## config.mk

```make
export PLATFORM = sky130hd
export DESIGN_NAME = result_writeback
export DESIGN_NICKNAME = d
export VERILOG_FILES = /design/src/cnn_seq_pkg.sv /design/src/result_writeback.sv
export VERILOG_INCLUDE_DIRS = /design/src /design/src/src
export SDC_FILE = /design/constraint.sdc
export NUM_CORES = 1
export LEC_CHECK = 0
export BUFFER_PORTS_ARGS = -buffer_cell sky130_fd_sc_hd__buf_2
export CAP_MARGIN = 25
export CORE_UTILIZATION = 47
export CTS_BUF_LIST = sky130_fd_sc_hd__clkbuf_4
export CTS_CLUSTER_DIAMETER = 40
export DETAILED_ROUTE_END_ITERATION = 8
export PLACE_DENSITY = 0.81
export SLEW_MARGIN = 30
export SYNTH_ARGS = -nofsm -noshare
export SYNTH_HDL_FRONTEND = slang
export SYNTH_SLANG_ARGS = --single-unit
```

## constraint.sdc

```tcl
create_clock -name clk -period 1.8 [get_ports clk]
set_input_delay 0.36 -clock clk [delete_from_list [all_inputs] [get_ports clk]]
set_output_delay 0.36 -clock clk [all_outputs]
set_load 0.01 [all_outputs]
```

## src/cnn_seq_cfg.svh

```systemverilog
/* CNN sequencer sizes and command codes */
`ifndef CNN_SEQ_CFG_SVH
`define CNN_SEQ_CFG_SVH

// Run geometry
`define CNN_NUM_BLOCKS        4     // 4x4 blocks per filter
`define CNN_NUM_FILTERS       2
`define CNN_MAC_COUNT         9     // Operand beats per block
`define CNN_PARAMS_PER_FILTER 10    // Bias + 3x3 weights

// Command words
`define CNN_START_CMD         32'h2
`define CNN_SSFR_CMD          8'hC1 // ReLU/maxpool config
`define CNN_SSFR_PARAM        8'h28

// Address widths
`define CNN_IMG_AW            10    // Image banks
`define CNN_CONV_AW           15    // Weight memory
`define CNN_RES_AW            8     // One residue bank

`endif

```

## src/cnn_seq_pkg.sv

```systemverilog
/* CNN sequencer types */
`include "cnn_seq_cfg.svh"

package cnn_seq_pkg;

    // Operand beat, pix[0] sits in the top byte
    typedef struct packed {
        logic [0:3][7:0] pix;   // Four pixels of one MAC step
        logic [7:0]      param; // Weight or bias
    } beat_op_s;

    // Header and config beats
    typedef struct packed {
        logic [7:0]  cmd_hi;    // MAC count high byte / SSFR opcode
        logic [7:0]  cmd_lo;    // MAC count low byte
        logic [15:0] unused;
        logic [7:0]  param;
    } beat_cmd_s;

    // One NPU beat word, read as operands or as a command
    typedef union packed {
        beat_op_s  op;
        beat_cmd_s cmd;
    } npu_beat_u;

    // Sequencer state seen by the fetch unit
    typedef struct packed {
        logic [3:0]                            step;   // 0..13 within a block
        logic [$clog2(`CNN_NUM_BLOCKS)-1:0]    block;
        logic                                  active; // Run in progress
    } seq_ctrl_s;

    // Residue bank access request
    typedef struct packed {
        logic                   req;
        logic                   we;
        logic [1:0]             bank;
        logic [`CNN_RES_AW-1:0] addr;
        logic [7:0]             data;
    } res_req_s;

endpackage

```

## src/result_writeback.sv

```systemverilog
/* NPU result write-back */
`timescale 1ns/1ps
`include "cnn_seq_cfg.svh"

module result_writeback (
    input  logic                   clk,
    input  logic                   reset,
    input  logic [7:0]             d_out,
    input  logic                   result_valid,
    input  logic                   grant,
    output cnn_seq_pkg::res_req_s  req
);

    logic                   pending;  // Result waiting for a bank slot
    logic [1:0]             bank;     // Rotates 0..3
    logic [`CNN_RES_AW-1:0] addr;
    logic [7:0]             data;

    always_ff @(posedge clk) begin
        if (reset) begin
            pending <= 1'b0;
            bank    <= '0;
            addr    <= '0;
        end else begin
            if (pending && grant) begin
                pending <= 1'b0;
                bank    <= bank + 2'd1;
                if (bank == 2'd3)
                    addr <= addr + 1'b1;  // Next row across the banks
            end
            if (result_valid)
                pending <= 1'b1;
        end
    end

    always_ff @(posedge clk) begin
        if (result_valid)
            data <= d_out;
    end

    assign req = '{req: pending, we: 1'b1, bank: bank, addr: addr, data: data};

    // NPU spacing must leave time for the grant
    a_no_overrun: assert property (@(posedge clk) disable iff (reset)
        result_valid |-> !pending);

endmodule

```

After elaboration in Yosys (flattened, before gate mapping). Cells that the tools add are included.

Register bits after elaboration: 19. Bits in latches: 0. Bits in writable memories: 0. Memory bits (read-only): 0. Bits of input ports: 12. Word-level logic and storage cells: 12. Memories kept: 0.

Add/subtract/negate cells: 2. $mul: 0. Divide/modulo/power cells: 0. Magnitude comparators: 0. Equality and inequality tests: 1. Shift operators: 0. Mux-type cells: 2. Bitwise gates (word level): 0. Reduce and logical (&&, ||, !) cells: 3.

Operators by type and width (number): $add 8x1->8 const B (1); $add 2x1->2 const B (1); $eq 2x2->1 const B (1); $mux 1 (2); $reduce_and 2->1 (1); $reduce_bool 2->1 (1); $logic_and 1x1->1 (1).

Depth between registers and ports, before layout. Gate-level depths: netlist of run 1.

Depth after elaboration: 3. Mapped depth: 4.

Least setup slack after synthesis of run 1. OpenSTA, ideal clock, no wires.

Kind: reg-to-reg. From: reg bank[0]. To: reg addr[7]. Arrival time: 1.363 ns. Slack: 0.317 ns. Cell stages (with the launch flop): 5. Path buffers: 0. Path through: dfxtp_1 > ha_1 > nand3_4 > nor4_1 > mux2_2.

Longest elaborated chain between the ends: 2.

Ends and longest elaborated chain: start: declaration (RTL line result_writeback.sv:15) `logic [1:0] bank;`; start signal: assignment (RTL line result_writeback.sv:27) `bank <= bank + 2'd1;`; $eq 2x2->1 (RTL line result_writeback.sv:28) `if (bank == 2'd3)`; $reduce_and 2->1 (no source line); end signal: assignment (RTL line result_writeback.sv:29) `addr <= addr + 1'b1;`; end: declaration (RTL line result_writeback.sv:16) `` logic [`CNN_RES_AW-1:0] addr; ``.

No other way between the ends. A chain may end at the register's enable or synchronous reset.

Worst setup path in the final report of run 1. Same ends and word-level chain as after synthesis.

==> key figures, run 1 <==
Cells and area
  • Layout cells sized above 1: a little under two fifths
  • Final Cell Area: around 920 um2
  • Reg area: ~460 um2
  • Layout area overhead: 24.0%
  • Fill cell total of the finished layout: about 110
  • Diodes inserted: 0
  • Cell Count, Final, Fillers Out: 110
  • Layout Nets: 110
  • Multi-input logic area: between 200 and 250 um2

Floorplanning
  • Die Y-Extent: ~42 um
  • Core Area: roughly 1400 um2
  • Starting Density: a little over half
  • Ports: 32
  • Die area: 1740 um2
  • Die width: between 40 and 50 um
  • # rows: 13

Pwr
  • Clock share of power: 28.7%
  • Peak VDD IR: ~0.39 mV
  • Switching share of total power: 22.7%
  • Internal: 0.574 mW
  • Leak pwr: between 0.4 and 0.5 nW
  • Switching power: between 0.15 and 0.2 mW
  • Total power density per cell area: 809 nW/um2
  • Combinational Power Share: about 7.3%
  • Sequential power share: around 64%

Setup path
  • CP bufs+invs: 0
  • Critical Path RT: ~2000 ps
  • Critical-path cell list: ha_1 -> nand3_4 -> nor4_1 -> mux2_2
  • Reg2Reg Depth: 4
  • CP startpoint kind: register
  • CP delay by family, top: simple AND/OR/NAND/NOR gates
  • Cell depth of the worst setup path: 4
  • CP Capture Type: register
  • Setup CP Type: register to register
  • CP max stage delay: 390 ps
  • Arrival @ worst endpoint: ~1700 ps
  • Maximum fanout along the worst path: 7
  • Crit-path slowest cell: dfxtp_1

Logic synthesis
  • Simple logic cell fraction of the synthesized area: 15.9%
  • Synth warn: 0
  • Combinational family with the most area after synthesis: simple AND/OR/NAND/NOR gates
  • Synth top area share: between 30% and 40%
  • Ys flop type: dfxtp_1
  • Mux contribution to synthesized area: ~2.9%
  • Synthesized net count: between 70 and 80
  • Sequential share of the synthesized area: ~62%
  • Flops & latches, synth: 19
  • Synth unique cells: 23
  • Mapped Area: between 700 and 800 um2
  • Synth Area in Adders: 3.38%
  • Syn_area_per_cell: roughly 12 um2
  • Post-Synthesis Cells: 64
  • Xor and xnor area share after synthesis: 3.55%
  • FFs w/ async S/R, synth: 0%
  • Area contributors post-synth: edfxtp_1 32%, dfxtp_1 30%, a21oi_1 4.1%
  • Synth Area in Compound Gates: approximately 7.4%
  • Synth area leader: edfxtp_1
  • Number of synthesized flops with an enable pin: 8

Place
  • Gp weighted congestion: roughly 0.73
  • Post-DP HPWL: roughly 1000 um
  • Worst slack, placed: 277 ps
  • Placed Instances: 106
  • Port bufs: 30
  • Area after DPL: about 890 um2

STA
  • Final hold vios: 0
  • Period minus WS final: 1540 ps
  • Setup TNS: 0 ps
  • Fmax: between 0.6 and 0.7 GHz
  • Fin crit share: 85.7%
  • Finish-stage setup viols: 0
  • RSZ-0062 raised after global routing: false
  • PnR worst setup slack: approximately 260 ps
  • Clock Skew: 3.54 ps
  • Max Slew Vio Count: 0

GRT
  • GRT Total Usage: between 10% and 20%
  • First-pass GRT wire length: approximately 2200 um
  • GRT overflow: 0
  • Pin count of the biggest net entering global routing: 13
  • Vias in the first global route: 516
  • Antenna violations before repair: 0

Routing
  • Vias/cell: 5.36
  • Routed Antenna Nets: 0
  • Post-route DRC: 0
  • Drt wl/cell: 12.1 um
  • Drt initial violations: 9
  • Drt first pass iters: 4
  • Via count: a little under 600
  • DRT Wirelength: ~1300 um

Status
  • Status: finished clean

Clock network
  • Depth of the CTS H-tree: 1
  • Clock latency on the worst-skew pair: roughly 300 ps
  • Post-CTS Setup Inserts: 0
  • Clock Sinks: 19
  • Post-CTS sizing: 0
  • Reg clk slew, reported paths: 110 ps
  • Root Driver: clkbuf_4
  • CTS tree: done
  • Maximum buffer depth of the clock tree: 2
  • Hold buffer count at cts: 0
  • CTS Buf Count: 3

Min path
  • Hold Crit Class: input pin to register
  • Worst hold stages: 1

Run
  • Max-Cap Viols: 0
## synthesized netlist by cell type, types with 2 or more instances
| library cell | n |
|---|---|
| ha_1 | 2 |
| nand2_1 | 4 |
| nor2_1 | 6 |
| edfxtp_1 | 8 |
| dfxtp_1 | 11 |
| a21oi_1 | 6 |
| o21ai_0 | 2 |
| xor2_1 | 2 |
| o31ai_1 | 2 |
| inv_1 | 3 |
| buf_4 | 2 |
| or3_1 | 2 |
| or4_1 | 2 |
| nand3_1 | 2 |
| nand4_1 | 2 |
## per-layer routing
| metal | routed length, um | global-route usage [%] | share of wire [%] | up-vias |
|---|---|---|---|---|
| met1 | 555 | 19.4 | 42 | 275 |
| met4 | 36 | 11.6 | 2.7 | 0 |
| met2 | 664 | 27.5 | 50 | 23 |
| met5 | 0 | 0 | 0 | - |
| li1 | - | - | - | 287 |
| met3 | 80 | 3.04 | 6.0 | 5 |
## kinds of logic after synthesis
family          Yosys count
fa+ha+maj                 2
other cells               1
xor+xnor                  3
mux                       2
simple gates             21
buf+inv                   6
compound gates           10
flops                    19
## sequential cells by signal, indices dropped and copies added (netlist names)
name,flops
bank,2
data,8
addr,8
pending,1
## worst paths after layout
check / start / endpoint / slack [ps]
setup / recovery: bank[0] / addr[7] / 260
setup reg to reg: bank[0] / addr[7] / 260
hold / removal: d_out[4] / data[4] / 230
hold reg to reg: bank[1] / bank[1] / 480
## metrics by stage
stage / total power [mW] / hold WS (ps) / utilization, %
after floorplan: 0.509 / 459 / -
after global placement: 0.538 / 461 / 64.3
after detailed placement: 0.540 / 473 / 64.3
after CTS: 0.751 / 217 / 66.3
after global routing: 0.771 / 210 / 66.3
final: 0.742 / 227 / 66.3
## cell type report
type | instances | area share [%]
Multi-Input combinational cell | 39 | 27.1
Clock buffer | 3 | 2.46
Tap cell | 15 | 2.05
Clock inverter | 1 | 0.546
Sequential cell | 19 | 50.2
Timing Repair Buffer | 30 | 16.4
Inverter | 3 | 1.23
## layout by cell type, fill, tap and decap left out
cell type,Yosys,final
buf_2,0,30
clkbuf_4,0,3
clkinv_2,0,1
or4_1,2,2
o31ai_1,2,2
nand2_1,4,4
mux2i_1,1,1
o21ai_0,2,2
dfxtp_1,11,11
conb_1,1,1
nor2b_1,1,1
xor2_1,2,2
nand4_1,2,2
edfxtp_1,8,8
a21oi_1,6,6
or3_1,2,2
mux2_2,1,1
nor4_1,1,1
ha_1,2,2
nand3_1,2,2
nor2_1,6,6
inv_1,3,3
xnor2_1,1,1
nand3_4,1,1
## power groups by stage
stage / Combinational (mW) / Clock, mW / Sequential [mW]
2_1_floorplan: 0.0143 / 0 / 0.495
3_3_place_gp: 0.0532 / 0 / 0.484
3_5_place_dp: 0.0549 / 0 / 0.486
4_1_cts: 0.0550 / 0.220 / 0.476
5_1_grt: 0.0598 / 0.234 / 0.477
6_report: 0.0540 / 0.213 / 0.475
No activity file was read; power rests on OpenSTA's default activity.
==> inputs of run 2 (changes only) <==
Settings changed: CORE_UTILIZATION 47 to 40, GPL_TIMING_DRIVEN set to 0, PLACE_DENSITY 0.81 to 0.71, SKIP_CTS_REPAIR_TIMING set to 1.
==> key figures, run 2 (synthesis gave the netlist of run 1 again) <==
Status
  • Status: finished clean

Routing
  • Via count: between 500 and 600
  • Routed Antenna Nets: 0
  • Post-route DRC: 0
  • Vias/cell: ~4.8
  • Drt wl/cell: 10.5 um
  • Drt first pass iters: 4
  • DRT Wirelength: between 1000 and 1500 um
  • Drt initial violations: 10

Cells and area
  • Commonest non-fill, non-tap cell in the layout: buf_2
  • Diodes inserted: 0
  • Layout area overhead: 28.6%
  • Biggest regs: addr x8, data x8, bank x2
  • Layout cells sized above 1: around two fifths
  • Cell Count, Final, Fillers Out: 123
  • Most frequent cells in the layout: 30 x buf_2, 11 x dfxtp_1, 8 x edfxtp_1
  • Layout Nets: about 110
  • Post-layout util: a little under three fifths

Setup path
  • Critical Path RT: between 1500 and 2000 ps
  • RR Startpoint: bank[0]
  • Worst reg2reg endpoint: addr[7]
  • Reg2Reg Depth: 4
  • Maximum fanout along the worst path: 7
  • CP Capture Type: register
  • Setup CP Type: register to register
  • CP startpoint kind: register
  • R2R Setup Slk: 280 ps
  • Arrival @ worst endpoint: 1710 ps

Floorplanning
  • Core Area: approximately 1700 um2
  • Die Y-Extent: between 40 and 50 um
  • Ports: 32
  • Starting Density: between 40% and 50%
  • # rows: 15
  • Die width: 45.0 um
  • Die area: between 2000 and 2500 um2

GRT
  • Pin count of the biggest net entering global routing: 11
  • Vias in the first global route: just over 500
  • GRT overflow: 0
  • GRT Total Usage: between 10% and 20%
  • First-pass GRT wire length: between 2000 and 2500 um
  • Antenna violations before repair: 0

STA
  • PnR worst setup slack: around 280 ps
  • Finish-stage setup viols: 0
  • Period minus WS final: 1520 ps
  • Final hold vios: 0
  • Max Slew Vio Count: 0
  • Fin crit share: between 80% and 90%
  • Fmax: about 0.66 GHz
  • Setup TNS: 0 ps
  • Clock Skew: approximately 9.2 ps
  • RSZ-0062 raised after global routing: false

Min path
  • Hold path startpoint: d_out[2]
  • Hold Crit Class: input pin to register
  • Worst hold stages: 1
  • WHS Endpoint: data[2]

Place
  • Placed Instances: between 100 and 150
  • Worst slack, placed: 295 ps
  • Gp weighted congestion: a little over 0.7
  • Post-DP HPWL: 943 um
  • Port bufs: 30

Clock network
  • CTS Buf Count: 3
  • Reg clk slew, reported paths: 110 ps
  • Maximum buffer depth of the clock tree: 2
  • Root Driver: clkbuf_4
  • CTS tree: done
  • Clock latency on the worst-skew pair: about 300 ps
  • Clock Sinks: 19
  • Depth of the CTS H-tree: 1

Run
  • Max-Cap Viols: 0

Pwr
  • Total power density per cell area: around 800 nW/um2
  • Peak VDD IR: ~0.42 mV
  • Leak pwr: 0.418 nW
run 2: changes by cell type in the layout (fill, tap and decap cells not counted):
| cell | delta |
|---|---|
| clkbuf_1 | +1 |
| buf_4 | +2 |
| clkinv_2 | -1 |
| clkbuf_4 | +1 |
run 2: final cells by class:
cell class | instances | area [um2]
fillers | 171 | 776
flip-flops and latches | 19 | 460
multi-input cells | 39 | 249
repair buffers | 30 | 150
well taps | 25 | 31.3
clock buffers | 4 | 30.0
plain buffers | 3 | 18.8
inverters | 3 | 11.3
run 2: critical path, cell delays in order, from the launching register on:
cell and delay [ps]:
dfxtp_1 380, ha_1 240, nand3_4 130, nor4_1 300, mux2_2 360
run 2: power breakdown:
part	switching (mW)	internal, mW
sequential	0.00739	0.468
combinational	0.0311	0.0267
clock	0.124	0.101
run 2: worst max-delay path by stage:
stage,startpoint,endpoint,slack [ps],depth (start not counted)
6_report,bank[0],addr[7],280,4
5_1_grt,bank[0],addr[7],190,4
4_1_cts,bank[0],addr[7],270,4
3_5_place_dp,bank[0],addr[7],300,4
3_3_place_gp,bank[0],addr[7],300,4
2_1_floorplan,bank[0],addr[7],320,4
run 2: routing by layer:
metal	global-route usage [%]	share of wire (%)	vias up
li1	-	-	293
met1	17.2	44	261
met2	20.6	43	35
met3	4.40	9.5	7
met4	12.7	3.7	0
met5	0	0	-
run 2: per-stage QoR:
step,hold slack [ps],area [um2],total power [mW]
global placement,461,921,0.542
CTS,221,951,0.770
global route,216,951,0.793
finish,229,951,0.758
floorplan,459,739,0.509
detailed placement,478,921,0.543
