## src/cnn_seq_cfg.svh

```systemverilog
/* CNN sequencer sizes and command codes */
`ifndef CNN_SEQ_CFG_SVH
`define CNN_SEQ_CFG_SVH

// Run geometry
`define CNN_NUM_BLOCKS        4     // 4x4 blocks per filter
`define CNN_NUM_FILTERS       2
`define CNN_MAC_COUNT         9     // Operand beats per block
`define CNN_PARAMS_PER_FILTER 10    // Bias + 3x3 weights

// Command words
`define CNN_START_CMD         32'h2
`define CNN_SSFR_CMD          8'hC1 // ReLU/maxpool config
`define CNN_SSFR_PARAM        8'h28

// Address widths
`define CNN_IMG_AW            10    // Image banks
`define CNN_CONV_AW           15    // Weight memory
`define CNN_RES_AW            8     // One residue bank

`endif

```

## src/cnn_seq_pkg.sv

```systemverilog
/* CNN sequencer types */
`include "cnn_seq_cfg.svh"

package cnn_seq_pkg;

    // Operand beat, pix[0] sits in the top byte
    typedef struct packed {
        logic [0:3][7:0] pix;   // Four pixels of one MAC step
        logic [7:0]      param; // Weight or bias
    } beat_op_s;

    // Header and config beats
    typedef struct packed {
        logic [7:0]  cmd_hi;    // MAC count high byte / SSFR opcode
        logic [7:0]  cmd_lo;    // MAC count low byte
        logic [15:0] unused;
        logic [7:0]  param;
    } beat_cmd_s;

    // One NPU beat word, read as operands or as a command
    typedef union packed {
        beat_op_s  op;
        beat_cmd_s cmd;
    } npu_beat_u;

    // Sequencer state seen by the fetch unit
    typedef struct packed {
        logic [3:0]                            step;   // 0..13 within a block
        logic [$clog2(`CNN_NUM_BLOCKS)-1:0]    block;
        logic                                  active; // Run in progress
    } seq_ctrl_s;

    // Residue bank access request
    typedef struct packed {
        logic                   req;
        logic                   we;
        logic [1:0]             bank;
        logic [`CNN_RES_AW-1:0] addr;
        logic [7:0]             data;
    } res_req_s;

endpackage

```

## src/window_fetch.sv

```systemverilog
/* Image block fetch and NPU beat builder */
`timescale 1ns/1ps
`include "cnn_seq_cfg.svh"

module window_fetch (
    input  logic                    clk,
    input  logic                    reset,
    input  cnn_seq_pkg::seq_ctrl_s  ctrl,
    input  logic [3:0][7:0]         read_image,   // Bank k in byte k
    input  logic [7:0]              read_conv,
    output logic [`CNN_IMG_AW-1:0]  image_ram_addr,
    output cnn_seq_pkg::npu_beat_u  beat
);

    localparam int IAW = `CNN_IMG_AW;

    // Pixel indices of the nine 2x2 taps, pixel 4r+k is row r bank k
    localparam logic [0:8][0:3][3:0] TAPS = {
        {4'd0,  4'd1,  4'd2,  4'd3},
        {4'd1,  4'd4,  4'd3,  4'd6},
        {4'd4,  4'd5,  4'd6,  4'd7},
        {4'd2,  4'd3,  4'd8,  4'd9},
        {4'd3,  4'd6,  4'd9,  4'd12},
        {4'd6,  4'd7,  4'd12, 4'd13},
        {4'd8,  4'd9,  4'd10, 4'd11},
        {4'd9,  4'd12, 4'd11, 4'd14},
        {4'd12, 4'd13, 4'd14, 4'd15}
    };

    logic [7:0]             blk_buf [16];  // 4x4 block
    logic [1:0]             row;           // Row being captured
    logic [3:0]             tap_j;         // Operand beat index 0..8
    cnn_seq_pkg::npu_beat_u beat_d;

    assign row   = ctrl.step[1:0] - 2'd2;  // Steps 2..5 -> rows 0..3
    assign tap_j = ctrl.step - 4'd3;

    // Row r of block b lives at word 4b+r
    always_ff @(posedge clk) begin
        if (reset)
            image_ram_addr <= '0;
        else if (ctrl.active && ctrl.step < 4'd4)
            image_ram_addr <= IAW'({ctrl.block, ctrl.step[1:0]});
    end

    // Data arrives two steps after the row address was chosen
    always_ff @(posedge clk) begin
        if (ctrl.active && ctrl.step >= 4'd2 && ctrl.step <= 4'd5) begin
            for (int k = 0; k < 4; k++)
                blk_buf[{row, 2'(k)}] <= read_image[k];
        end
    end

    always_comb begin
        beat_d = beat;  // Hold between beats
        if (ctrl.active) begin
            if (ctrl.step == 4'd2) begin
                // Header with MAC count and bias
                beat_d.cmd = '{cmd_hi: 8'd0, cmd_lo: 8'(`CNN_MAC_COUNT),
                               unused: 16'd0, param: read_conv};
            end else if (ctrl.step >= 4'd3 && ctrl.step <= 4'd11) begin
                for (int k = 0; k < 4; k++)
                    beat_d.op.pix[k] = blk_buf[TAPS[tap_j][k]];
                beat_d.op.param = read_conv;  // Weight j
            end else if (ctrl.step == 4'd12) begin
                beat_d.cmd = '{cmd_hi: `CNN_SSFR_CMD, cmd_lo: 8'd0,
                               unused: 16'd0, param: `CNN_SSFR_PARAM};
            end
        end
    end

    always_ff @(posedge clk) begin
        beat <= beat_d;
    end

endmodule

```

## config.mk

```make
export PLATFORM = sky130hd
export DESIGN_NAME = window_fetch
export DESIGN_NICKNAME = d
export VERILOG_FILES = /design/src/cnn_seq_pkg.sv /design/src/window_fetch.sv
export VERILOG_INCLUDE_DIRS = /design/src /design/src/src
export SDC_FILE = /design/constraint.sdc
export NUM_CORES = 1
export LEC_CHECK = 0
export ABC_AREA = 1
export BUFFER_PORTS_ARGS = -buffer_cell sky130_fd_sc_hd__buf_2
export CORE_MARGIN = 8
export CORE_UTILIZATION = 54
export CTS_CLUSTER_DIAMETER = 60
export DETAILED_ROUTE_END_ITERATION = 16
export PLACE_DENSITY = 0.77
export SETUP_SLACK_MARGIN = 0.02
export SLEW_MARGIN = 20
export SYNTH_ARGS = -nofsm -noshare
export SYNTH_HDL_FRONTEND = slang
export SYNTH_SLANG_ARGS = --single-unit
```

## constraint.sdc

```tcl
create_clock -name clk -period 2.9 [get_ports clk]
set_input_delay 0.58 -clock clk [delete_from_list [all_inputs] [get_ports clk]]
set_output_delay 0.58 -clock clk [all_outputs]
set_load 0.02 [all_outputs]
```

# Yosys cells after proc, flatten, opt, wreduce, memory -nomap -nowiden
# Memories as Yosys holds them, arrays and structs flattened.
# Index checks and enable logic that the tools add are counted.
[word_totals] ff_bits=44 ram_bits=128 mem_bits_ro=256 input_bits=49 output_inout_bits=50 elab_cells=29 n_memories=2
[op_classes] addsub=2 order_cmp=6 eq_ne=2 n_mux=7 n_bitwise=1 reduce_logical=6
[mem_list] memory="(name not given)" depth=16 word_bits=16 read_ports=1 rd_ports_with_merged_regs=0 wr=0 line_no="window_fetch.sv:63" text="beat_d.op.pix[k] = blk_buf[TAPS[tap_j][k]];"
[mem_list] memory="blk_buf" depth=16 word_bits=8 read_ports=4 rd_ports_with_merged_regs=0 wr=4 line_no="window_fetch.sv:30" text="logic [7:0] blk_buf [16];"
[ops] operator="2-to-1 mux 40 bit" count=2
[ops] operator="2-to-1 mux 16 bit" count=2
[ops] operator=">= comparator 4 x 2 -> 1 bit, second input constant" count=2
[ops] operator="2-to-1 mux 8 bit" count=1
[ops] operator=">= comparator 5 bit, second input constant" count=1
[ops] operator="inverter 4 -> 5 bit" count=1
[ops] operator="== test 4 x 2 -> 1 bit, second input constant" count=1
[ops] operator="== test 4 bit, second input constant" count=1
[ops] operator="less-or-equal comparator 4 x 3 -> 1 bit, second input constant" count=1
[ops] operator="less-or-equal comparator 4 bit, second input constant" count=1
[ops] operator="logical AND 1 bit" count=4
[ops] operator="less-than comparator 4 x 3 -> 1 bit, second input constant" count=1
[ops] operator="subtractor 4 x 2 -> 4 bit, second input constant" count=1
[ops] operator="nonzero test 3 bit" count=1
[ops] operator="2-to-1 mux 1 bit" count=2
[ops] operator="AND reduction 2 bit" count=1
[ops] operator="subtractor 2 bit, second input constant" count=1

# Depth between registers and ports, before layout
# Gate-level depths: netlist (run 1).
# An unclocked memory read counts as a cell.
[depth] ltp_word=8 depth_mapped=17 ltp_nobuf=15

# Worst setup path before layout (run 1)
# Ideal clock, no wire load.
[synth_path] kind="input to register" start="input port ctrl[3] (netlist name)" end="memory blk_buf[0][0] (enable)" setup_ps=421 arrival_ps=2551 t_required_ps=2479 setup_slack_ps=-72 cell_stages=6 n_path_buf=0 cell_sequence="inv_1 -> ha_1 -> nor2_1 -> nand2_1 -> nand4_1 -> nor2_1"
[synth_rtl] item="from (decl)" line_no="window_fetch.sv:8" text="input cnn_seq_pkg::seq_ctrl_s ctrl,"
[synth_rtl] item="to (decl)" line_no="window_fetch.sv:30"

# Worst setup path in the final report (run 1)
[layout_path] start="input port ctrl[4] (netlist name)" end="register beat[19] (netlist name) (data pin)"
[layout_via] elab_chain_len=7 elab_cells_between_ends=11 cone_classes="add/sub: 1; order compare: 2; eq/ne: 1; mux: 3; bitwise: 1; reduce/logical: 1; memory: 2"
[layout_lines] item="subtractor 4 x 2 -> 4 bit" line_no="window_fetch.sv:36" text="assign tap_j = ctrl.step - 4'd3;"
[layout_lines] item="inverter 4 -> 5 bit (implied by the code)" line_no="window_fetch.sv:63"
[layout_lines] item="memory (16 x 16 bit)"
[layout_lines] item="2-to-1 mux 16 bit"
[layout_lines] item="2-to-1 mux 16 bit (implied by the code)" line_no="window_fetch.sv:63"
[layout_lines] item="memory (16 x 8 bit)"
[layout_lines] item="2-to-1 mux 40 bit" line_no="window_fetch.sv:61" text="end else if (ctrl.step >= 4'd3 && ctrl.step <= 4'd11) begin"
[layout_lines] item="to (signal assigned)" line_no="window_fetch.sv:73" text="beat <= beat_d;"
[layout_lines] item="to (decl)" line_no="window_fetch.sv:12" text="output cnn_seq_pkg::npu_beat_u beat"
# Several ways; a longest one is shown, not always the timed one. The select of a mux whose other input is x is not followed.
# A chain may end at the register's enable or synchronous reset.

==> summary.md, run 1 <==
| Metric | Value |
|---|---|
| Crit Reg-Reg Endpoint | `beat[38]$_SDFFCE_PP0P_` |
| First-pass GRT wire length | `approximately 45000 um` |
| I/O pin total | `slightly below 100` |
| Setup crit end kind | `register` |
| R2R setup slack | `between 1000 and 1500 ps` |
| Leakage | `approximately 5 nW` |
| Fmax | `roughly 0.4 GHz` |
| Worst slew margin | `60.0%` |
| Worst vdd ir | `around 0.00043 V` |
| Vias in the first global route | `8273` |
| Min-Delay Startpoint | `reset` |
| Post-synthesis cell count | `1203` |
| Syn Area/Cell | `between 8 and 9 um^2` |
| WP data arrival | `2690 ps` |
| Critical Path Sink | `beat[19]$_SDFFCE_PP0P_` |
| Post-synth ARST share | `0%` |
| Post-synth EDFFs | `between 150 and 200` |
| Final Cycle Share | `between 80 and 90%` |
| Total GRT Usage | `between 20% and 30%` |
| Dpl hpwl | `about 20000 um` |
| Synth unique cells | `30` |
| Maximum fanout along the worst path | `between 40 and 50` |
| Initial Util | `54.6%` |
| Die footprint | `about 23000 um^2` |
| Post-route DRC | `0` |
| CTS tree | `built` |
| Critical R2R Launch | `blk_buf[7][6]$_DFFE_PP_` |
| Worst Path Required | `3140 ps` |
| Inserted Clock Buffers | `17` |
| DR WL/cell | `around 19 um` |
| Resized Gates After CTS | `0` |
| Most common cell after layout, fill and taps aside | `nand3_1` |
| Worst Setup SP | `ctrl[4]` |
| Chip Width | `about 150 um` |
| Status | `completed` |
| Most frequent cells in the layout | `277 x nand3_1, 251 x nand2_1, 168 x edfxtp_1` |
| # fillers | `approximately 1500` |
| Area contributors post-synth | `edfxtp_1 50%, nand3_1 14%, nand2_1 9.3%, o211ai_1 6.7%, nor2_1 4.3%` |
| Worst Skew | `around 6.6 ps` |
| Port buffer count | `92` |
| Sink Count | `approximately 170` |
| RSZ-0062 raised after global routing | `false` |
| Crit path launch type | `input port` |
| Crit Path Class | `input port to register` |
| Total grt overflow | `0` |
| Top cell type's share of synthesized area | `49.7%` |
| DP Worst Slack | `83.4 ps` |
| Post-synthesis sequential area ratio | `just over 50%` |
| Max-cap violations | `0` |
| Most used DFF post-synth | `edfxtp_1` |
| Final setup vio count | `0` |
| Layout cell share with drive strength beyond 1 | `14.7%` |
| DRT Pass-1 Iters | `6` |
| Die H | `about 150 um` |
| Syn. warnings | `0` |
| Via Count | `9183` |
| Final Hold Fails | `0` |
| Root buffer cell | `clkbuf_16` |
| Worst hold slack | `between 300 and 400 ps` |
| Synthesized area | `approximately 10000 um^2` |
| FF+latch count, synth | `between 150 and 200` |
| Core Area | `between 15000 and 20000 um^2` |
| Max-slew violations | `0` |
| CTS H-tree lvls | `4` |
| TNS Setup | `0 ps` |
| 1st-iter DRT viols | `1254` |
| Initial antenna violation count | `1` |
| Power per Cell Area | `about 570 nW/um^2` |
| Clk pin slew, worst setup/hold paths | `around 60 ps` |
| Remaining antenna violation count after routing | `0` |
| Final RePlAce weighted congestion | `approximately 0.92` |
| # Post-CTS Setup Buffers | `0` |
| Detailed Route WL | `28900 um` |
| # rows | `50` |
| Final worst path period need | `approximately 2500 ps` |
| Largest net degree at the start of global routing | `96` |
| Hold buffers post-CTS | `0` |
| Worst Slack Setup Final | `~440 ps` |
| NumNets Final | `1334` |
| R2r worst-path depth | `7` |
| Core Util, Final | `between 60% and 70%` |
| Max Buffers Root-to-Sink | `2` |
| Slew @ Worst Pin | `around 600 ps` |
| Leading area contributor after synthesis | `edfxtp_1` |
| Min-Delay Path Class | `input port to register` |
| Vias per cell | `~6` |
| Area grow syn2layout | `13.8%` |
| Worst skew pair latency | `~430 ps` |
-- area by class of cell --
cell class                      instances  area (um^2)  share of cell area, %
Antenna cell                            1         2.50                 0.0217
Clock buffer                           20          437                   3.78
Clock inverter                         11          145                   1.26
Inverter                              105          395                   3.42
Multi-Input combinational cell        844         4160                   36.0
Sequential cell                       172         5120                   44.4
Tap cell                              234          293                   2.53
Timing Repair Buffer                  138          993                   8.60
-- worst min-delay path by stage --
stage	end	slack (ps)	cells past startpoint
floorplan	image_ram_addr[2]$_SDFFE_PP0P_	560	2
global placement	image_ram_addr[3]$_SDFFE_PP0P_	460	2
detailed placement	image_ram_addr[3]$_SDFFE_PP0P_	470	2
CTS	image_ram_addr[0]$_SDFFE_PP0P_	320	2
global route	image_ram_addr[0]$_SDFFE_PP0P_	320	2
finish	image_ram_addr[0]$_SDFFE_PP0P_	330	2
-- kinds of logic (layout without fill, tap and decap cells) --
family                     after synthesis  in the layout  synth area share [%]
other                                    1              7                0.0369
DFF                                    172            172                  50.5
AOI/OAI and AO/OA                      151            151                  9.91
and+or+nand+nor                        680            680                  29.8
buffers and inverters                  192            274                  8.93
adders and majority gates                7              7                 0.863
-- cells in the mapped netlist, types with 3 or more instances --
cell type and n:
nand3_1 277, nand2_1 251, edfxtp_1 168, nor2_1 115, inv_1 100, o211ai_1 90
buf_2 41, o21ai_0 35, clkbuf_1 22, nand3b_1 21, a21oi_1 12, buf_4 12
buf_6 12, o21ai_1 9, ha_1 7, inv_2 5, dfxtp_1 4, nand2_2 4
a21oi_2 3
-- sequential cells by signal, summed over array words and instances (netlist names) --
register / flops
blk_buf: 128
image_ram_addr: 4
beat: 40
-- per-stage QoR --
stage / std cells / instance area (um^2) / power [mW]
after global placement: 1493 / 11000 / 4.32
after CTS: 1524 / 11600 / 6.61
final: 1525 / 11600 / 6.60
after global routing: 1524 / 11600 / 6.87
after floorplan: 1208 / 10200 / 3.90
after detailed placement: 1493 / 11000 / 4.33
-- worst max-delay path, stage by stage --
cell,delay (ps)
buf_2,130
inv_1,130
ha_1,340
inv_1,50
nand2_1,50
nand2_1,50
nand2_1,50
nand2_1,110
nand2_4,210
buf_12,240
nand2_1,110
o211ai_1,110
nand3_1,90
nand3_1,110
nand2_1,60
nor2_1,230
-- layer usage --
metal / up-vias / global-route usage, % / part of all wire [%]
li1: 4330 / - / -
met1: 4164 / 34.2 / 42
met2: 602 / 35.7 / 43
met3: 87 / 6.51 / 12
met4: 0 / 9.14 / 2.9
met5: - / 0 / 0
-- power by group --
group / internal [mW] / switching (mW) / leakage (nW)
clock network: 1.35 / 0.941 / 0.276
registers: 2.86 / 0.0480 / 1.58
logic: 0.467 / 0.939 / 3.08
Note: power is estimated with default switching activity, not from simulation.
==> run 2: changes to the inputs <==
==> constraint.sdc (replaced) <==
create_clock -name clk -period 2 [get_ports clk]
set_input_delay 0.4 -clock clk [delete_from_list [all_inputs] [get_ports clk]]
set_output_delay 0.4 -clock clk [all_outputs]
set_load 0.02 [all_outputs]
==> run 2 against run 1 <==
  * The run now ends with setup timing left
  * Worst hold slack worse by 190 ps
  * Clock power is 47% higher
  * Global-route usage is 2.7 points higher
  * Die area stayed put
  * Setup slack worse by 640 ps
  * Final cell count is 6.0% higher
  * Largest cell class unchanged
  * Largest power group unchanged
==> summary.md, run 2 (synthesized netlist as in run 1, its figures left out) <==
| Metric | Value |
|---|---|
| Clock power frac | `32.3% (-2.4 points)` |
| Initial antenna violation count | `5 (+4)` |
| I/O pin total | `99 (unchanged)` |
| Area post-placement | `11700 um^2 (+6.3%)` |
| Hold Path Cell Cnt | `2 (unchanged)` |
| Final Cycle Share | `110%` |
| Area grow syn2layout | `32.6%` |
| Vias per cell | `6.33 (+5.2%)` |
| Max-slew violations | `0 (unchanged)` |
| Max-cap violations | `0 (unchanged)` |
| Dpl hpwl | `21200 um (+5.9%)` |
| Worst Path Required | `2200 ps (-940 ps)` |
| Die footprint | `23400 um^2 (unchanged)` |
| Most flops, register | `blk_buf` |
| Status | `finished with violations` |
| Worst vdd ir | `0.000688 V (+58%)` |
| Sink Count | `172 (unchanged)` |
| Pwr Total | `10.4 mW (+58%)` |
| 1st-iter DRT viols | `1596 (+27%)` |
| Final Hold Fails | `0 (unchanged)` |
| WP data arrival | `2400 ps (-290 ps)` |
| Gate power share | `27.1% (+5.8 points)` |
| Min-Delay Path Class | `input port to register` |
| Inserted Clock Buffers | `17 (unchanged)` |
| Remaining antenna violation count after routing | `0 (unchanged)` |
| RSZ-0062 raised after global routing | `true` |
| Most frequent cells in the layout | `245 x nand3_1, 192 x nand2_1, 168 x edfxtp_1` |
| Total GRT Usage | `27.2% (+2.7 points)` |
| Power per Cell Area | `773 nW/um^2 (+35%)` |
| Hold buffers post-CTS | `0 (unchanged)` |
| # fillers | `1233 (-20%)` |
| CTS tree | `built` |
| Largest net degree at the start of global routing | `41 (-57%)` |
| Worst Slack Setup Final | `-199 ps (-644 ps)` |
| Final non-filler cell total | `1616 (+6.0%)` |
| Clk pin slew, worst setup/hold paths | `70 ps (about the same)` |
| Largest registers | `blk_buf (128), beat (40), image_ram_addr (4)` |
| # rows | `50 (unchanged)` |
| First-pass GRT wire length | `50100 um (+11%)` |
| Total grt overflow | `0 (unchanged)` |
| Chip Width | `153 um (unchanged)` |
| CTS H-tree lvls | `4 (unchanged)` |
| Via Count | `10200 (+11%)` |
| Max Buffers Root-to-Sink | `2 (unchanged)` |
| DR WL/cell | `21.6 um (+14%)` |
| Vias in the first global route | `9380 (+13%)` |
| Final RePlAce weighted congestion | `0.957 (+4.1%)` |
| Worst hold slack | `134 ps (-194 ps)` |
| Die H | `153 um (unchanged)` |
| Net switching power | `3.18 mW (+65%)` |
| Fmax | `0.455 GHz` |
| Post-route DRC | `0 (unchanged)` |
| NumNets Final | `1426 (+6.9%)` |
| Layout cell share with drive strength beyond 1 | `29.6% (+15 points)` |
| Detailed Route WL | `34900 um (+21%)` |
| Final setup vio count | `22 (+22)` |
| Most common cell after layout, fill and taps aside | `nand3_1` |
| Maximum fanout along the worst path | `18 (-57%)` |
| Worst skew pair latency | `450 ps (+20 ps)` |
| DRT Pass-1 Iters | `10 (+4)` |
| Initial Util | `54.6% (unchanged)` |
| Max FFs per register | `128 (unchanged)` |
| Worst Skew | `12.0 ps (+5.44 ps)` |
| R2r worst-path depth | `9 (+2)` |
| Core Area | `18600 um^2 (unchanged)` |
| Inst Count DP | `1551 (+3.9%)` |
| Final worst path period need | `~2200 ps` |
| Port buffer count | `92 (unchanged)` |
| Root buffer cell | `clkbuf_16` |
| Crit Path Class | `input port to register` |
| Sequential power share | `40.6% (-3.4 points)` |
| Final instance area | `13500 um^2 (+17%)` |
| Leakage | `5.71 nW (+16%)` |
| Cell Int Power | `7.22 mW (+54%)` |
| Crit path launch type | `input port` |
| Failing checks | `setup timing` |
| Switch share | `30.6% (+1.4 points)` |
| Setup crit end kind | `register` |
## run 2: stage by stage
stage | setup slack [ps] | TNS [ps] | utilization (%)
floorplan | -128 | -20720 | -
global placement | -607 | -21980 | 62.8
detailed placement | -610 | -26440 | 62.8
CTS | -9.90 | -15.2 | 69.0
global route | -239 | -3620 | 72.5
finish | -199 | -1090 | 72.5
## run 2: cell type report
cell class / count / area [um^2] / share of cell area [%]
clock buffer: 19 / 433 / 3.22
antenna: 1 / 2.50 / 0.0186
timing repair buffer: 230 / 2290 / 17.0
inverter: 105 / 428 / 3.18
tap: 234 / 293 / 2.17
sequential: 172 / 5120 / 38.1
multi-input combinational: 844 / 4750 / 35.2
clock inverter: 11 / 148 / 1.10
## run 2: power groups by stage
stage / registers (mW) / logic (mW) / clock network, mW
2_1_floorplan: 4.37 / 1.31 / 0
3_3_place_gp: 4.29 / 2.17 / 0
3_5_place_dp: 4.29 / 2.21 / 0
4_1_cts: 4.22 / 2.48 / 3.32
5_1_grt: 4.23 / 2.99 / 3.48
6_report: 4.22 / 2.82 / 3.36
## run 2: worst paths after layout
| check | slack [ps] | to | startpoint |
|---|---|---|---|
| setup / recovery | -200 | beat[14]$_SDFFCE_PP0P_ | ctrl[4] |
| hold / removal | 130 | image_ram_addr[0]$_SDFFE_PP0P_ | reset |
| setup reg to reg | 470 | beat[14]$_SDFFCE_PP0P_ | blk_buf[10][6]$_DFFE_PP_ |
| hold reg to reg | 480 | image_ram_addr[2]$_SDFFE_PP0P_ | image_ram_addr[2]$_SDFFE_PP0P_ |
## run 2: per-layer routing
layer / up-vias / share of wire [%] / track usage [%] / wire length (um)
met2: 903 / 43 / 40.6 / 14900
met5: - / 0.18 / 0 / 62
li1: 4523 / - / - / -
met3: 190 / 16 / 9.75 / 5740
met4: 10 / 4.7 / 11.7 / 1630
met1: 4610 / 36 / 35.2 / 12600
## run 2: critical path: stages
cell	delay [ps]
buf_8	80
clkinvlp_4	150
buf_4	190
nand2_1	100
nand3_2	100
nand2_4	130
buf_12	140
nand2_4	90
buf_6	180
nand2_1	70
o21ai_0	110
nand2_1	100
nand2_1	110
nand2_1	110
nand2_1	60
nor2_1	80
nor2_1	50
buf_4	130
## run 2: repair_timing
item,in CTS,in global routing
pin swaps,24,52
buffers inserted,13,6
resized for setup,78,113
cloned,8,10
setup endpoints to repair,32,32
