## src/cnn_seq_cfg.svh

```systemverilog
/* CNN sequencer sizes and command codes */
`ifndef CNN_SEQ_CFG_SVH
`define CNN_SEQ_CFG_SVH

// Run geometry
`define CNN_NUM_BLOCKS        4     // 4x4 blocks per filter
`define CNN_NUM_FILTERS       2
`define CNN_MAC_COUNT         9     // Operand beats per block
`define CNN_PARAMS_PER_FILTER 10    // Bias + 3x3 weights

// Command words
`define CNN_START_CMD         32'h2
`define CNN_SSFR_CMD          8'hC1 // ReLU/maxpool config
`define CNN_SSFR_PARAM        8'h28

// Address widths
`define CNN_IMG_AW            10    // Image banks
`define CNN_CONV_AW           15    // Weight memory
`define CNN_RES_AW            8     // One residue bank

`endif

```

## src/cnn_seq_pkg.sv

```systemverilog
/* CNN sequencer types */
`include "cnn_seq_cfg.svh"

package cnn_seq_pkg;

    // Operand beat, pix[0] sits in the top byte
    typedef struct packed {
        logic [0:3][7:0] pix;   // Four pixels of one MAC step
        logic [7:0]      param; // Weight or bias
    } beat_op_s;

    // Header and config beats
    typedef struct packed {
        logic [7:0]  cmd_hi;    // MAC count high byte / SSFR opcode
        logic [7:0]  cmd_lo;    // MAC count low byte
        logic [15:0] unused;
        logic [7:0]  param;
    } beat_cmd_s;

    // One NPU beat word, read as operands or as a command
    typedef union packed {
        beat_op_s  op;
        beat_cmd_s cmd;
    } npu_beat_u;

    // Sequencer state seen by the fetch unit
    typedef struct packed {
        logic [3:0]                            step;   // 0..13 within a block
        logic [$clog2(`CNN_NUM_BLOCKS)-1:0]    block;
        logic                                  active; // Run in progress
    } seq_ctrl_s;

    // Residue bank access request
    typedef struct packed {
        logic                   req;
        logic                   we;
        logic [1:0]             bank;
        logic [`CNN_RES_AW-1:0] addr;
        logic [7:0]             data;
    } res_req_s;

endpackage

```

## src/layer_sequencer.sv

```systemverilog
/* Layer run sequencer */
`timescale 1ns/1ps
`include "cnn_seq_cfg.svh"

module layer_sequencer (
    input  logic                    clk,
    input  logic                    reset,
    input  logic [31:0]             control_reg,
    output cnn_seq_pkg::seq_ctrl_s  ctrl,
    output logic [`CNN_CONV_AW-1:0] conv_ram_addr,
    output logic                    en_fsm,
    output logic                    en_config,
    output logic                    op_valid,
    output logic                    busy
);

    localparam int CAW = `CNN_CONV_AW;
    localparam int BW  = $clog2(`CNN_NUM_BLOCKS);
    localparam int FW  = $clog2(`CNN_NUM_FILTERS);

    logic           running;     // Idle / run
    logic [3:0]     step;        // Position within one block
    logic [BW-1:0]  block;
    logic [FW-1:0]  filter;
    logic [CAW-1:0] param_base;  // Bias address of current filter
    logic           start;
    logic           last_step, last_block, last_filter;

    assign start       = !running && (control_reg == `CNN_START_CMD);
    assign last_step   = (step == 4'd13);
    assign last_block  = (block == BW'(`CNN_NUM_BLOCKS - 1));
    assign last_filter = (filter == FW'(`CNN_NUM_FILTERS - 1));

    always_ff @(posedge clk) begin
        if (reset) begin
            running       <= 1'b0;
            step          <= '0;
            block         <= '0;
            filter        <= '0;
            param_base    <= '0;
            conv_ram_addr <= '0;
            en_fsm        <= 1'b0;
            op_valid      <= 1'b0;
            en_config     <= 1'b0;
        end else begin
            en_fsm    <= 1'b0;
            // Beats are registered in fetch, so these line up with them
            op_valid  <= running && (step >= 4'd2) && (step <= 4'd11); // Header + 9 operands
            en_config <= running && (step == 4'd12);                   // SSFR beat

            if (start) begin
                running    <= 1'b1;
                step       <= '0;
                block      <= '0;
                filter     <= '0;
                param_base <= '0;
                en_fsm     <= 1'b1;  // First block
            end else if (running) begin
                // Weight address leads its beat by one cycle
                if (step < 4'd10)
                    conv_ram_addr <= param_base + CAW'(step);

                if (last_step) begin
                    step <= '0;
                    if (last_block) begin
                        block <= '0;
                        if (last_filter) begin
                            running <= 1'b0;  // Run done
                            filter  <= '0;
                        end else begin
                            filter     <= filter + 1'b1;
                            param_base <= param_base + CAW'(`CNN_PARAMS_PER_FILTER);
                        end
                    end else begin
                        block <= block + 1'b1;
                    end
                    en_fsm <= !(last_block && last_filter);  // Next block starts
                end else begin
                    step <= step + 4'd1;
                end
            end
        end
    end

    assign busy = running;
    assign ctrl = '{step: step, block: block, active: running};

    // Block sequence is 14 steps long
    a_step_range: assert property (@(posedge clk) disable iff (reset)
        step <= 4'd13);

endmodule

```

## config.mk

```make
export PLATFORM = sky130hd
export DESIGN_NAME = layer_sequencer
export DESIGN_NICKNAME = d
export VERILOG_FILES = /design/src/cnn_seq_pkg.sv /design/src/layer_sequencer.sv
export VERILOG_INCLUDE_DIRS = /design/src /design/src/src
export SDC_FILE = /design/constraint.sdc
export NUM_CORES = 1
export LEC_CHECK = 0
export BUFFER_PORTS_ARGS = -buffer_cell sky130_fd_sc_hd__clkbuf_2
export CAP_MARGIN = 20
export CORE_MARGIN = 4
export CORE_UTILIZATION = 46
export CTS_BUF_LIST = sky130_fd_sc_hd__clkbuf_4 sky130_fd_sc_hd__clkbuf_8 sky130_fd_sc_hd__clkbuf_16
export DETAILED_ROUTE_END_ITERATION = 10
export GPL_ROUTABILITY_DRIVEN = 1
export PLACE_DENSITY = 0.75
export RECOVER_POWER = 50
export SETUP_SLACK_MARGIN = 0.3
export SLEW_MARGIN = 20
export SYNTH_ARGS = -nofsm -noshare
export SYNTH_HDL_FRONTEND = slang
export SYNTH_SLANG_ARGS = --single-unit
```

## constraint.sdc

```tcl
create_clock -name clk -period 2 [get_ports clk]
set_input_delay 0.2 -clock clk [delete_from_list [all_inputs] [get_ports clk]]
set_output_delay 0.2 -clock clk [all_outputs]
set_load 0.005 [all_outputs]
```

# --- Yosys cells after proc, flatten, opt, wreduce, memory -nomap -nowiden ---
# Cells that the tools add are included.
classes:
  addsub: 5
  magnitude_cmp: 3
  eq_ne: 4
  mux: 11
  bitwise_logic: 2
  n_reduce_logical: 12
op_table:
  columns: ["operator", "n"]
  rows:
  - ["32-bit by 2-bit == test with 1-bit output, second input constant", 1]
  - ["15-bit by 4-bit adder with 15-bit output", 1]
  - ["15-bit by 4-bit adder with 15-bit output, second input constant", 1]
  - ["1-bit two-way mux", 9]
  - ["4-bit == test, second input constant", 2]
  - ["3-bit AND reduction", 2]
  - ["1-bit logical AND", 5]
  - ["4-bit by 1-bit adder with 4-bit output, second input constant", 1]
  - ["4-bit by 2-bit greater-or-equal comparator with 1-bit output, second input constant", 1]
  - ["4-bit less-or-equal comparator, second input constant", 1]
  - ["4-bit < comparator, second input constant", 1]
  - ["4-bit two-way mux", 1]
  - ["4-bit AND reduction", 1]
  - ["2-bit by 1-bit adder with 2-bit output, second input constant", 1]
  - ["2-bit == test, second input constant", 1]
  - ["1-bit zero test", 2]
  - ["2-bit two-way mux", 1]
  - ["1-bit inverter", 2]
  - ["2-bit AND reduction", 1]
  - ["2-bit OR reduction", 1]
  - ["1-bit adder, second input constant", 1]
totals:
  regBits: 41
  in_bits: 34
  out_inout_bits: 26
  word_cells: 46

# --- Longest topological paths before layout ---
# Gate-level depths: netlist of the first run.
depth:
  depth_word: 6
  ltp_mapped: 7
  mapped_depth_nobuf: 7

# --- Least setup slack after synthesis of the first run ---
# No wires, ideal clock.
synth_timing:
  path_kind: "reg-to-reg"
  from: "register step[1]"
  to: "register conv_ram_addr[11]"
  setup_time_ns: 0.091
  t_arrival_ns: 1.932
  t_required_ns: 1.909
  path_slack_ns: -0.023
  path_stages_with_launch: 8
  path_buffers: 0
  period_less_slack_ns: 2.023
  cell_sequence: "dfxtp_1 ha_1 inv_1 fa_1 nor2b_1 o21ai_1 or3_1 a311oi_1"
synth_via:
  elab_chain_len: 2
  word_cells_on_any_way: 3
  cone_classes: "1 x add/sub; 1 x order compare; 1 x reduce/logical"
synth_rtl:
  columns: ["element", "line_no", "source"]
  rows:
  - ["start: declaration", "layer_sequencer.sv:22", "logic [3:0] step;"]
  - ["start signal: assignment", "layer_sequencer.sv:79", "step <= step + 4'd1;"]
  - ["branches (longest 2 deep; another with 15-bit by 4-bit adder with 15-bit output)", null, null]
  - ["end signal: assignment", "layer_sequencer.sv:61", "conv_ram_addr <= param_base + CAW'(step);"]
  - ["end: declaration", "layer_sequencer.sv:10", "output logic [`CNN_CONV_AW-1:0] conv_ram_addr,"]
# Several ways; the timed one is not identified.
# A chain may end at the register's enable or synchronous reset.

# --- Final worst setup path of the first run ---
layout_timing:
  from: "register step[1]"
  to: "register conv_ram_addr[13]"
# Same word-level chain as after synthesis.

==> results.yml, run 1 <==
sta:
  slew-limit-headroom_pct: 70.82
  setup_ws_ns: 0.1505
  min_period_ns: 1.849
  skew_ns: 0.003512
  rsz0062_at_grt: "yes"
  worst_pin_slew_ns: 0.4378
  setup_viol: 0
  drv_slew: 0
  fmax_ghz: 0.5407
  period_share_pct: 92.47
  holdWs_ns: 0.3391
  hold_violations: 0
  setup_tns_ns: 0
job:
  cap_violations: 0
placed_design:
  place_hpwl_um: 3438
  dp.cells: 339
  place_congestion: 0.8123
  port_buffers: 59
  place_ws_ns: 0.1048
  placement.cell_area_mm2: 0.002442
global_route:
  grt_pass1_vias: 1838
  globalRouteOverflowTotal: 0
  antenna_found_initial: 0
  grt_max_degree: 26
  grt_pass1_wl_um: 8562
  grtUsageTotal_pct: 19.67
route:
  wirelength_um: 5375
  drt-initial-drc-count: 110
  dr.pass1.iters: 4
  remaining_drc_errors: 0
  num_vias: 2021
  wl_per_cell_um: 14.61
  vias_per_cell: 5.492
  ant_nets: 0
synth:
  yosys_warnings: 0
  syn_nets: 277
  async_flop_share_pct: 0
  synth-main-ff-cell: "dfxtp_1"
  synth.distinct_cells: 40
  muxShareOfSynthArea_pct: 0
  synth_fa_ha_area_share_pct: 4.012
  syn_inst: 237
  synth-seq-cells: 40
  netlist_area_mm2: 0.002058
  synthXorXnorAreaFrac_pct: 7.234
  synth_edf_count: 0
  synth_simple_gate_area_share_pct: 27.54
  synth-compound-area-share_pct: 17.45
  synth_top_family_by_area: "simple AND/OR/NAND/NOR gates"
  ys_seq_area_share_pct: 38.91
  syn_avg_cell_area_um2: 8.684
critical_path:
  crit_buf_inv: 1
  crit_arrival_ns: 2.05
  critPathKind: "reg -> reg"
  crit_family: "adder cells"
  critPathMaxFanout: 5
  cp-end-kind: "flip-flop"
  rrSetupSlack_ns: 0.15
  required_ns: 2.20
  path_cells: "ha_4, inv_2, fa_2, nor2b_4, o21ai_2, or3_1, a311oi_1"
  critPathSlowestCell: "dfxtp_1"
  critPathMaxStageDelay_ns: 0.41
  start_kind: "flip-flop"
floorplanning:
  start_util_pct: 47.27
  chipHeight_um: 74.89
  io_pins: 60
  rows: 24
  die_area_mm2: 0.005609
  placeableCoreArea_mm2: 0.004354
  dieWidth_um: 74.89
cells_and_area:
  antennaDiodeCount: 0
  finalNetCount: 355
  stdcell_count: 368
  final_util_pct: 63.39
  design_area_mm2: 0.002760
  layout_commonest_cell: "clkbuf_2"
  final-seq-area_um2: 820.8
  area_delta_synth_final_pct: 34.10
  multi_input_area_mm2: 0.001282
  n_fill_cell: 370
  final_cell_mix: "clkbuf_2, dfxtp_1, nand2_1, buf_4"
  drive_above_1_share_pct: 37.97
power_and_ir_drop:
  p_leak_nw: 1.053
  ir_drop_mv: 0.2388
  power_mw: 1.461
  power_density_mw_per_mm2: 529.2
cts:
  clock_path_buffers: 2
  worstSkewPairLatency_ns: 0.29
  clk_pin_slew_ns: 0.08
  cts.sink_count: 40
  htree_levels: 2
  root_buffer: "clkbuf_8"
  cts-buffers-inserted: 5
  ctsHoldBuffers: 0
  cts_tree: "built"
worst_hold_path:
  hp-class: "in -> reg"
status:
  outcome: "finished, final reports clean"
==> Yosys cell counts (5+ instances only) <==
master    number  area (µm²)
xnor2_1        9       78.83
nor2_2        10       62.56
nor4_1         9       56.30
or3_1         13       81.33
clkbuf_1       6       22.52
nor2_1        16       60.06
buf_2          5       25.02
o21ai_0       15       75.07
xor2_1         8       70.07
a211oi_1       8       60.06
ha_1           5       62.56
a21oi_1       17       85.08
nor3_1         8       40.04
nand2_1       23       86.33
dfxtp_1       40       800.8
==> area by class of cell <==
| class | instances | share of cell area [%] |
|---|---|---|
| Multi-Input combinational cell | 179 | 46.46 |
| Sequential cell | 40 | 29.74 |
| Timing Repair Buffer | 85 | 17.04 |
| Clock buffer | 7 | 3.672 |
| Tap cell | 52 | 2.357 |
| Inverter | 4 | 0.5440 |
| Clock inverter | 1 | 0.1813 |
==> kinds of logic (layout without fill, tap and decap cells) <==
kind of cell    after synthesis  in the layout
compound gates               56             56
buf+inv                      19             97
fa+ha+maj                     6              6
xor+xnor                     17             17
flops                        40             40
simple gates                 99            100
==> layer usage <==
metal,up-vias,GRT usage (%),share of wire [%]
met5,-,0,0
met4,0,6.324,1.8
met3,12,4.005,5.5
met2,59,33.95,51
met1,938,24.47,42
li1,1012,-,-
==> timing repair <==
action / 4_1_cts / 5_1_grt
endpoints found under the setup margin: 14 / 20
gates cloned: 1 / 0
pin swaps: 11 / 5
gates resized for setup: 14 / 14
setup buffers: 16 / 4
==> sequential cells by signal, indices dropped and copies added (netlist names) <==
| name | count |
|---|---|
| block | 2 |
| busy | 1 |
| conv_ram_addr | 15 |
| en_config | 1 |
| en_fsm | 1 |
| filter | 1 |
| op_valid | 1 |
| param_base | 14 |
| step | 4 |
==> power by group <==
group          total (mW)  switching (mW)  internal [mW]
logic              0.0601          0.0297         0.0304
clock network       0.611           0.277          0.334
registers           0.790  0.000000000128          0.790
==> worst paths after layout <==
check                           startpoint                        endpoint  depth (start not counted)
max                   step[1]$_SDFFE_PP0P_  conv_ram_addr[13]$_SDFFE_PP0P_                          7
min                                  reset                 busy$_SDFF_PP0_                          2
max reg2reg           step[1]$_SDFFE_PP0P_  conv_ram_addr[13]$_SDFFE_PP0P_                          7
min reg2reg  conv_ram_addr[3]$_SDFFE_PP0P_   conv_ram_addr[3]$_SDFFE_PP0P_                          2
(Power assumes the default switching activity.)
==> inputs of run 2 (changes only) <==
--- a/config.mk
+++ b/config.mk
@@ -11,11 +11,12 @@
 export CORE_MARGIN = 4
 export CORE_UTILIZATION = 46
 export CTS_BUF_LIST = sky130_fd_sc_hd__clkbuf_4 sky130_fd_sc_hd__clkbuf_8 sky130_fd_sc_hd__clkbuf_16
+export CTS_CLUSTER_SIZE = 16
 export DETAILED_ROUTE_END_ITERATION = 10
 export GPL_ROUTABILITY_DRIVEN = 1
 export PLACE_DENSITY = 0.75
 export RECOVER_POWER = 50
-export SETUP_SLACK_MARGIN = 0.3
+export SKIP_LAST_GASP = 1
 export SLEW_MARGIN = 20
 export SYNTH_ARGS = -nofsm -noshare
 export SYNTH_HDL_FRONTEND = slang
==> results.yml, run 2 (synthesis gave the netlist of run 1 again) <==
cts:
  ctsHoldBuffers: 0
  cts_tree: "built"
  htree_levels: 2
  cts-buffers-inserted: 5
  clk_pin_slew_ns: 0.07
  clock_path_buffers: 2
  postCtsSetupRepairBufs: 0
  root_buffer: "clkbuf_8"
  worstSkewPairLatency_ns: 0.29
  cts.sink_count: 40
job:
  cap_violations: 0
cells_and_area:
  area_delta_synth_final_pct: 26.26
  reg_top3: "conv_ram_addr x15, param_base x14, step x4"
  final_cell_mix: "clkbuf_2, dfxtp_1, nand2_1, a21oi_1"
  drive_above_1_share_pct: 29.68
  top_register: "conv_ram_addr"
  final-seq-area_um2: 802.0
  largest_register_ff_count: 15
  stdcell_count: 362
  n_fill_cell: 410
  finalNetCount: 349
  multi_input_area_mm2: 0.001185
  antennaDiodeCount: 0
  layout_commonest_cell: "clkbuf_2"
route:
  dr.pass1.iters: 4
  remaining_drc_errors: 0
  ant_nets: 0
  drt-initial-drc-count: 154
  vias_per_cell: 5.431
  num_vias: 1966
  wirelength_um: 4960
  wl_per_cell_um: 13.70
critical_path:
  reg2reg_from: "step[3]$_SDFFE_PP0P_"
  r2r_end: "conv_ram_addr[14]$_SDFFE_PP0P_"
  crit_buf_inv: 0
  rrSetupSlack_ns: 0.09
  critPathMaxStageDelay_ns: 0.40
  path_cells: "ha_4, o211ai_1, or2_1, or3_1, a311oi_2"
  start_kind: "flip-flop"
  r2r.worst_path.cells: 5
  crit_family: "simple AND/OR/NAND/NOR gates"
  cp-end-kind: "flip-flop"
  crit_arrival_ns: 2.09
  critPathKind: "reg -> reg"
  cp.depth: 5
  critPathMaxFanout: 5
  startpoint: "step[3]$_SDFFE_PP0P_"
  critPathSlowestCell: "or3_1"
  required_ns: 2.19
floorplanning:
  chipHeight_um: 74.89
  die_area_mm2: 0.005609
  dieWidth_um: 74.89
  placeableCoreArea_mm2: 0.004354
  rows: 24
  io_pins: 60
  start_util_pct: 47.27
global_route:
  grt_max_degree: 26
  globalRouteOverflowTotal: 0
  grtUsageTotal_pct: 18.62
  grt_pass1_wl_um: 7921
  grt_pass1_vias: 1761
  antenna_found_initial: 0
sta:
  rsz0062_at_grt: "yes"
  fmax_ghz: 0.5249
  period_share_pct: 95.25
  min_period_ns: 1.905
  skew_ns: 0.006137
  setup_viol: 0
  setup_ws_ns: 0.09499
  setup_tns_ns: 0
  hold_violations: 0
  worst_pin_slew_ns: 0.4459
  slew-limit-headroom_pct: 70.09
  drv_slew: 0
placed_design:
  place_ws_ns: 0.04649
  place_congestion: 0.8276
  dp.cells: 354
  place_hpwl_um: 3801
  port_buffers: 59
power_and_ir_drop:
  power_mw: 1.425
  p_leak_nw: 1.023
  power_density_mw_per_mm2: 548.2
  ir_drop_mv: 0.2805
worst_hold_path:
  hp-class: "in -> reg"
  min_from: "reset"
  holdPathStages: 2
  min_to: "conv_ram_addr[3]$_SDFFE_PP0P_"
status:
  outcome: "finished, final reports clean"
[run 2: final cells by class]
cell class / instances / share of cell area [%]
flip-flops and latches: 40 / 30.86
inverters: 4 / 0.5778
clock buffers: 8 / 3.755
well taps: 52 / 2.504
repair buffers: 80 / 16.71
multi-input cells: 178 / 45.59
[run 2: metrics by stage]
step                      cell area (µm²)  hold WS [ns]  util (%)
after floorplan                      2059        0.4482         -
after global placement               2505        0.4421     57.53
after detailed placement             2505        0.4547     57.53
after CTS                            2603        0.3337     59.77
after global routing                 2599        0.3810     59.68
final                                2599        0.3520     59.68
[run 2: report_power, final]
part / leakage (nW) / total [mW] / switching (mW) / internal, mW
sequential: 0.322 / 0.796 / 0.0000000000930 / 0.796
combinational: 0.648 / 0.0629 / 0.0297 / 0.0332
clock: 0.0523 / 0.566 / 0.258 / 0.308
total: 1.02 / 1.42 / 0.287 / 1.14
[run 2: what timing repair did]
| action | 4_1_cts | 5_1_grt |
|---|---|---|
| endpoints found under the setup margin | 0 | 10 |
| endpoints found under the hold margin | 0 | 0 |
| gates resized for setup | 0 | 6 |
[run 2: metal layers]
metal	global-route usage [%]	vias to the layer above	wire length, µm
met1	22.73	917	2144
met5	0	-	0
met2	31.82	43	2496
met4	5.336	0	57
met3	5.340	6	262
li1	-	1000	-
[run 2: how the worst max path moves through the flow]
stage / endpoint
global route: conv_ram_addr[13]$_SDFFE_PP0P_
global placement: conv_ram_addr[11]$_SDFFE_PP0P_
CTS: conv_ram_addr[14]$_SDFFE_PP0P_
finish: conv_ram_addr[14]$_SDFFE_PP0P_
floorplan: conv_ram_addr[11]$_SDFFE_PP0P_
detailed placement: conv_ram_addr[13]$_SDFFE_PP0P_
==> inputs of run 3 (changes only) <==
--- a/config.mk
+++ b/config.mk
@@ -8,7 +8,6 @@
 export LEC_CHECK = 0
 export BUFFER_PORTS_ARGS = -buffer_cell sky130_fd_sc_hd__clkbuf_2
 export CAP_MARGIN = 20
-export CORE_MARGIN = 4
 export CORE_UTILIZATION = 46
 export CTS_BUF_LIST = sky130_fd_sc_hd__clkbuf_4 sky130_fd_sc_hd__clkbuf_8 sky130_fd_sc_hd__clkbuf_16
 export CTS_CLUSTER_SIZE = 16
==> results.yml, run 3 (synthesis gave the netlist of run 1 again) <==
cts:
  clock_path_buffers: 2
  worstSkewPairLatency_ns: 0.29
  clk_pin_slew_ns: 0.07
  htree_levels: 2
  cts.sink_count: 40
  root_buffer: "clkbuf_8"
  cts-buffers-inserted: 5
  ctsHoldBuffers: 0
  cts_tree: "built"
sta:
  min_period_ns: 1.922
  fmax_ghz: 0.5203
  period_share_pct: 96.09
  holdWs_ns: 0.3589
  worst_pin_slew_ns: 0.4713
  hold_violations: 0
  skew_ns: 0.002968
  rsz0062_at_grt: "no"
  drv_slew: 0
  slew-limit-headroom_pct: 68.58
  setup_viol: 0
  setup_tns_ns: 0
worst_hold_path:
  hp-class: "in -> reg"
cells_and_area:
  area_delta_synth_final_pct: 25.05
  n_fill_cell: 379
  drive_above_1_share_pct: 28.66
  final-seq-area_um2: 802.0
  final_cell_mix: "clkbuf_2, dfxtp_1, nand2_1, clkbuf_1, a21oi_1"
  reg_top3: "conv_ram_addr x15, param_base x14, step x4"
  layout_commonest_cell: "clkbuf_2"
  antennaDiodeCount: 0
  largest_register_ff_count: 15
  final_util_pct: 62.11
  top_register: "conv_ram_addr"
  finalNetCount: 346
  multi_input_area_mm2: 0.001194
route:
  dr.pass1.iters: 5
  remaining_drc_errors: 0
  drt-initial-drc-count: 81
  wirelength_um: 4617
  ant_nets: 0
  vias_per_cell: 5.431
  wl_per_cell_um: 12.93
  num_vias: 1939
status:
  outcome: "finished, final reports clean"
placed_design:
  place_hpwl_um: 3489
  place_congestion: 0.7813
  port_buffers: 59
floorplanning:
  rows: 23
  dieWidth_um: 68.89
  placeableCoreArea_mm2: 0.004144
  chipHeight_um: 68.89
  io_pins: 60
  start_util_pct: 49.67
  die_area_mm2: 0.004746
global_route:
  grt_pass1_wl_um: 7438
  grt_pass1_vias: 1690
  globalRouteOverflowTotal: 0
  grtUsageTotal_pct: 21.25
  grt_max_degree: 26
  antenna_found_initial: 0
critical_path:
  critPathSlowestCell: "or4_1"
  start_kind: "flip-flop"
  path_cells: "ha_1, nand4b_4, or4_1, or3_1, a21oi_1"
  critPathKind: "reg -> reg"
  critPathMaxStageDelay_ns: 0.62
  cp-end-kind: "flip-flop"
  critPathMaxFanout: 9
  crit_buf_inv: 0
  required_ns: 2.23
  crit_arrival_ns: 2.15
  crit_family: "simple AND/OR/NAND/NOR gates"
power_and_ir_drop:
  power_density_mw_per_mm2: 554.2
  p_leak_nw: 0.9807
  ir_drop_mv: 0.3623
job:
  cap_violations: 0
## run 3: changes by cell type in the layout (fill, tap and decap cells not counted), sizes merged
cell	previous run	this run
clkinvlp	0	1
clkbuf	70	71
buf	18	13
## run 3: power by group
group / switching, mW / internal [mW]
sequential: 0.0000000000975 / 0.796
clock: 0.275 / 0.294
combinational: 0.0294 / 0.0331
## run 3: repair_timing
action / in CTS / in global routing
setup buffers: 0 / 0
gates resized for setup: 0 / 9
endpoints found under the setup margin: 0 / 7
## run 3: layer usage
layer	GRT usage, %	part of all wire, %	vias up
met3	5.592	5.2	9
met5	0	0	-
met1	26.00	46	885
met4	7.908	1.6	0
li1	-	-	995
met2	35.44	47	50
## run 3: final timing paths
check | from | to | slack (ns) | depth (start not counted)
hold reg to reg | conv_ram_addr[0]$_SDFFE_PP0P_ | conv_ram_addr[0]$_SDFFE_PP0P_ | 0.46 | 2
setup reg to reg | block[1]$_SDFFE_PP0N_ | param_base[14]$_SDFFE_PP0P_ | 0.08 | 5
setup / recovery | block[1]$_SDFFE_PP0N_ | param_base[14]$_SDFFE_PP0P_ | 0.08 | 5
hold / removal | reset | conv_ram_addr[11]$_SDFFE_PP0P_ | 0.36 | 2
## run 3: cell type report
class	instances	area share [%]
timing repair buffer	77	15.65
inverter	4	0.5834
multi-input combinational	178	46.38
clock inverter	1	0.2917
clock buffer	7	3.500
sequential	40	31.16
tap	50	2.431
## run 3: through the flow
stage | setup WS, ns | instances | cell area (µm²) | total power, mW
2_1_floorplan | 0.01521 | 237 | 2059 | 0.8378
3_3_place_gp | 0.1188 | 349 | 2480 | 0.8748
3_5_place_dp | 0.02702 | 349 | 2480 | 0.8762
4_1_cts | 0.008259 | 357 | 2577 | 1.444
5_1_grt | 0.004993 | 357 | 2574 | 1.483
6_report | 0.07817 | 357 | 2574 | 1.426
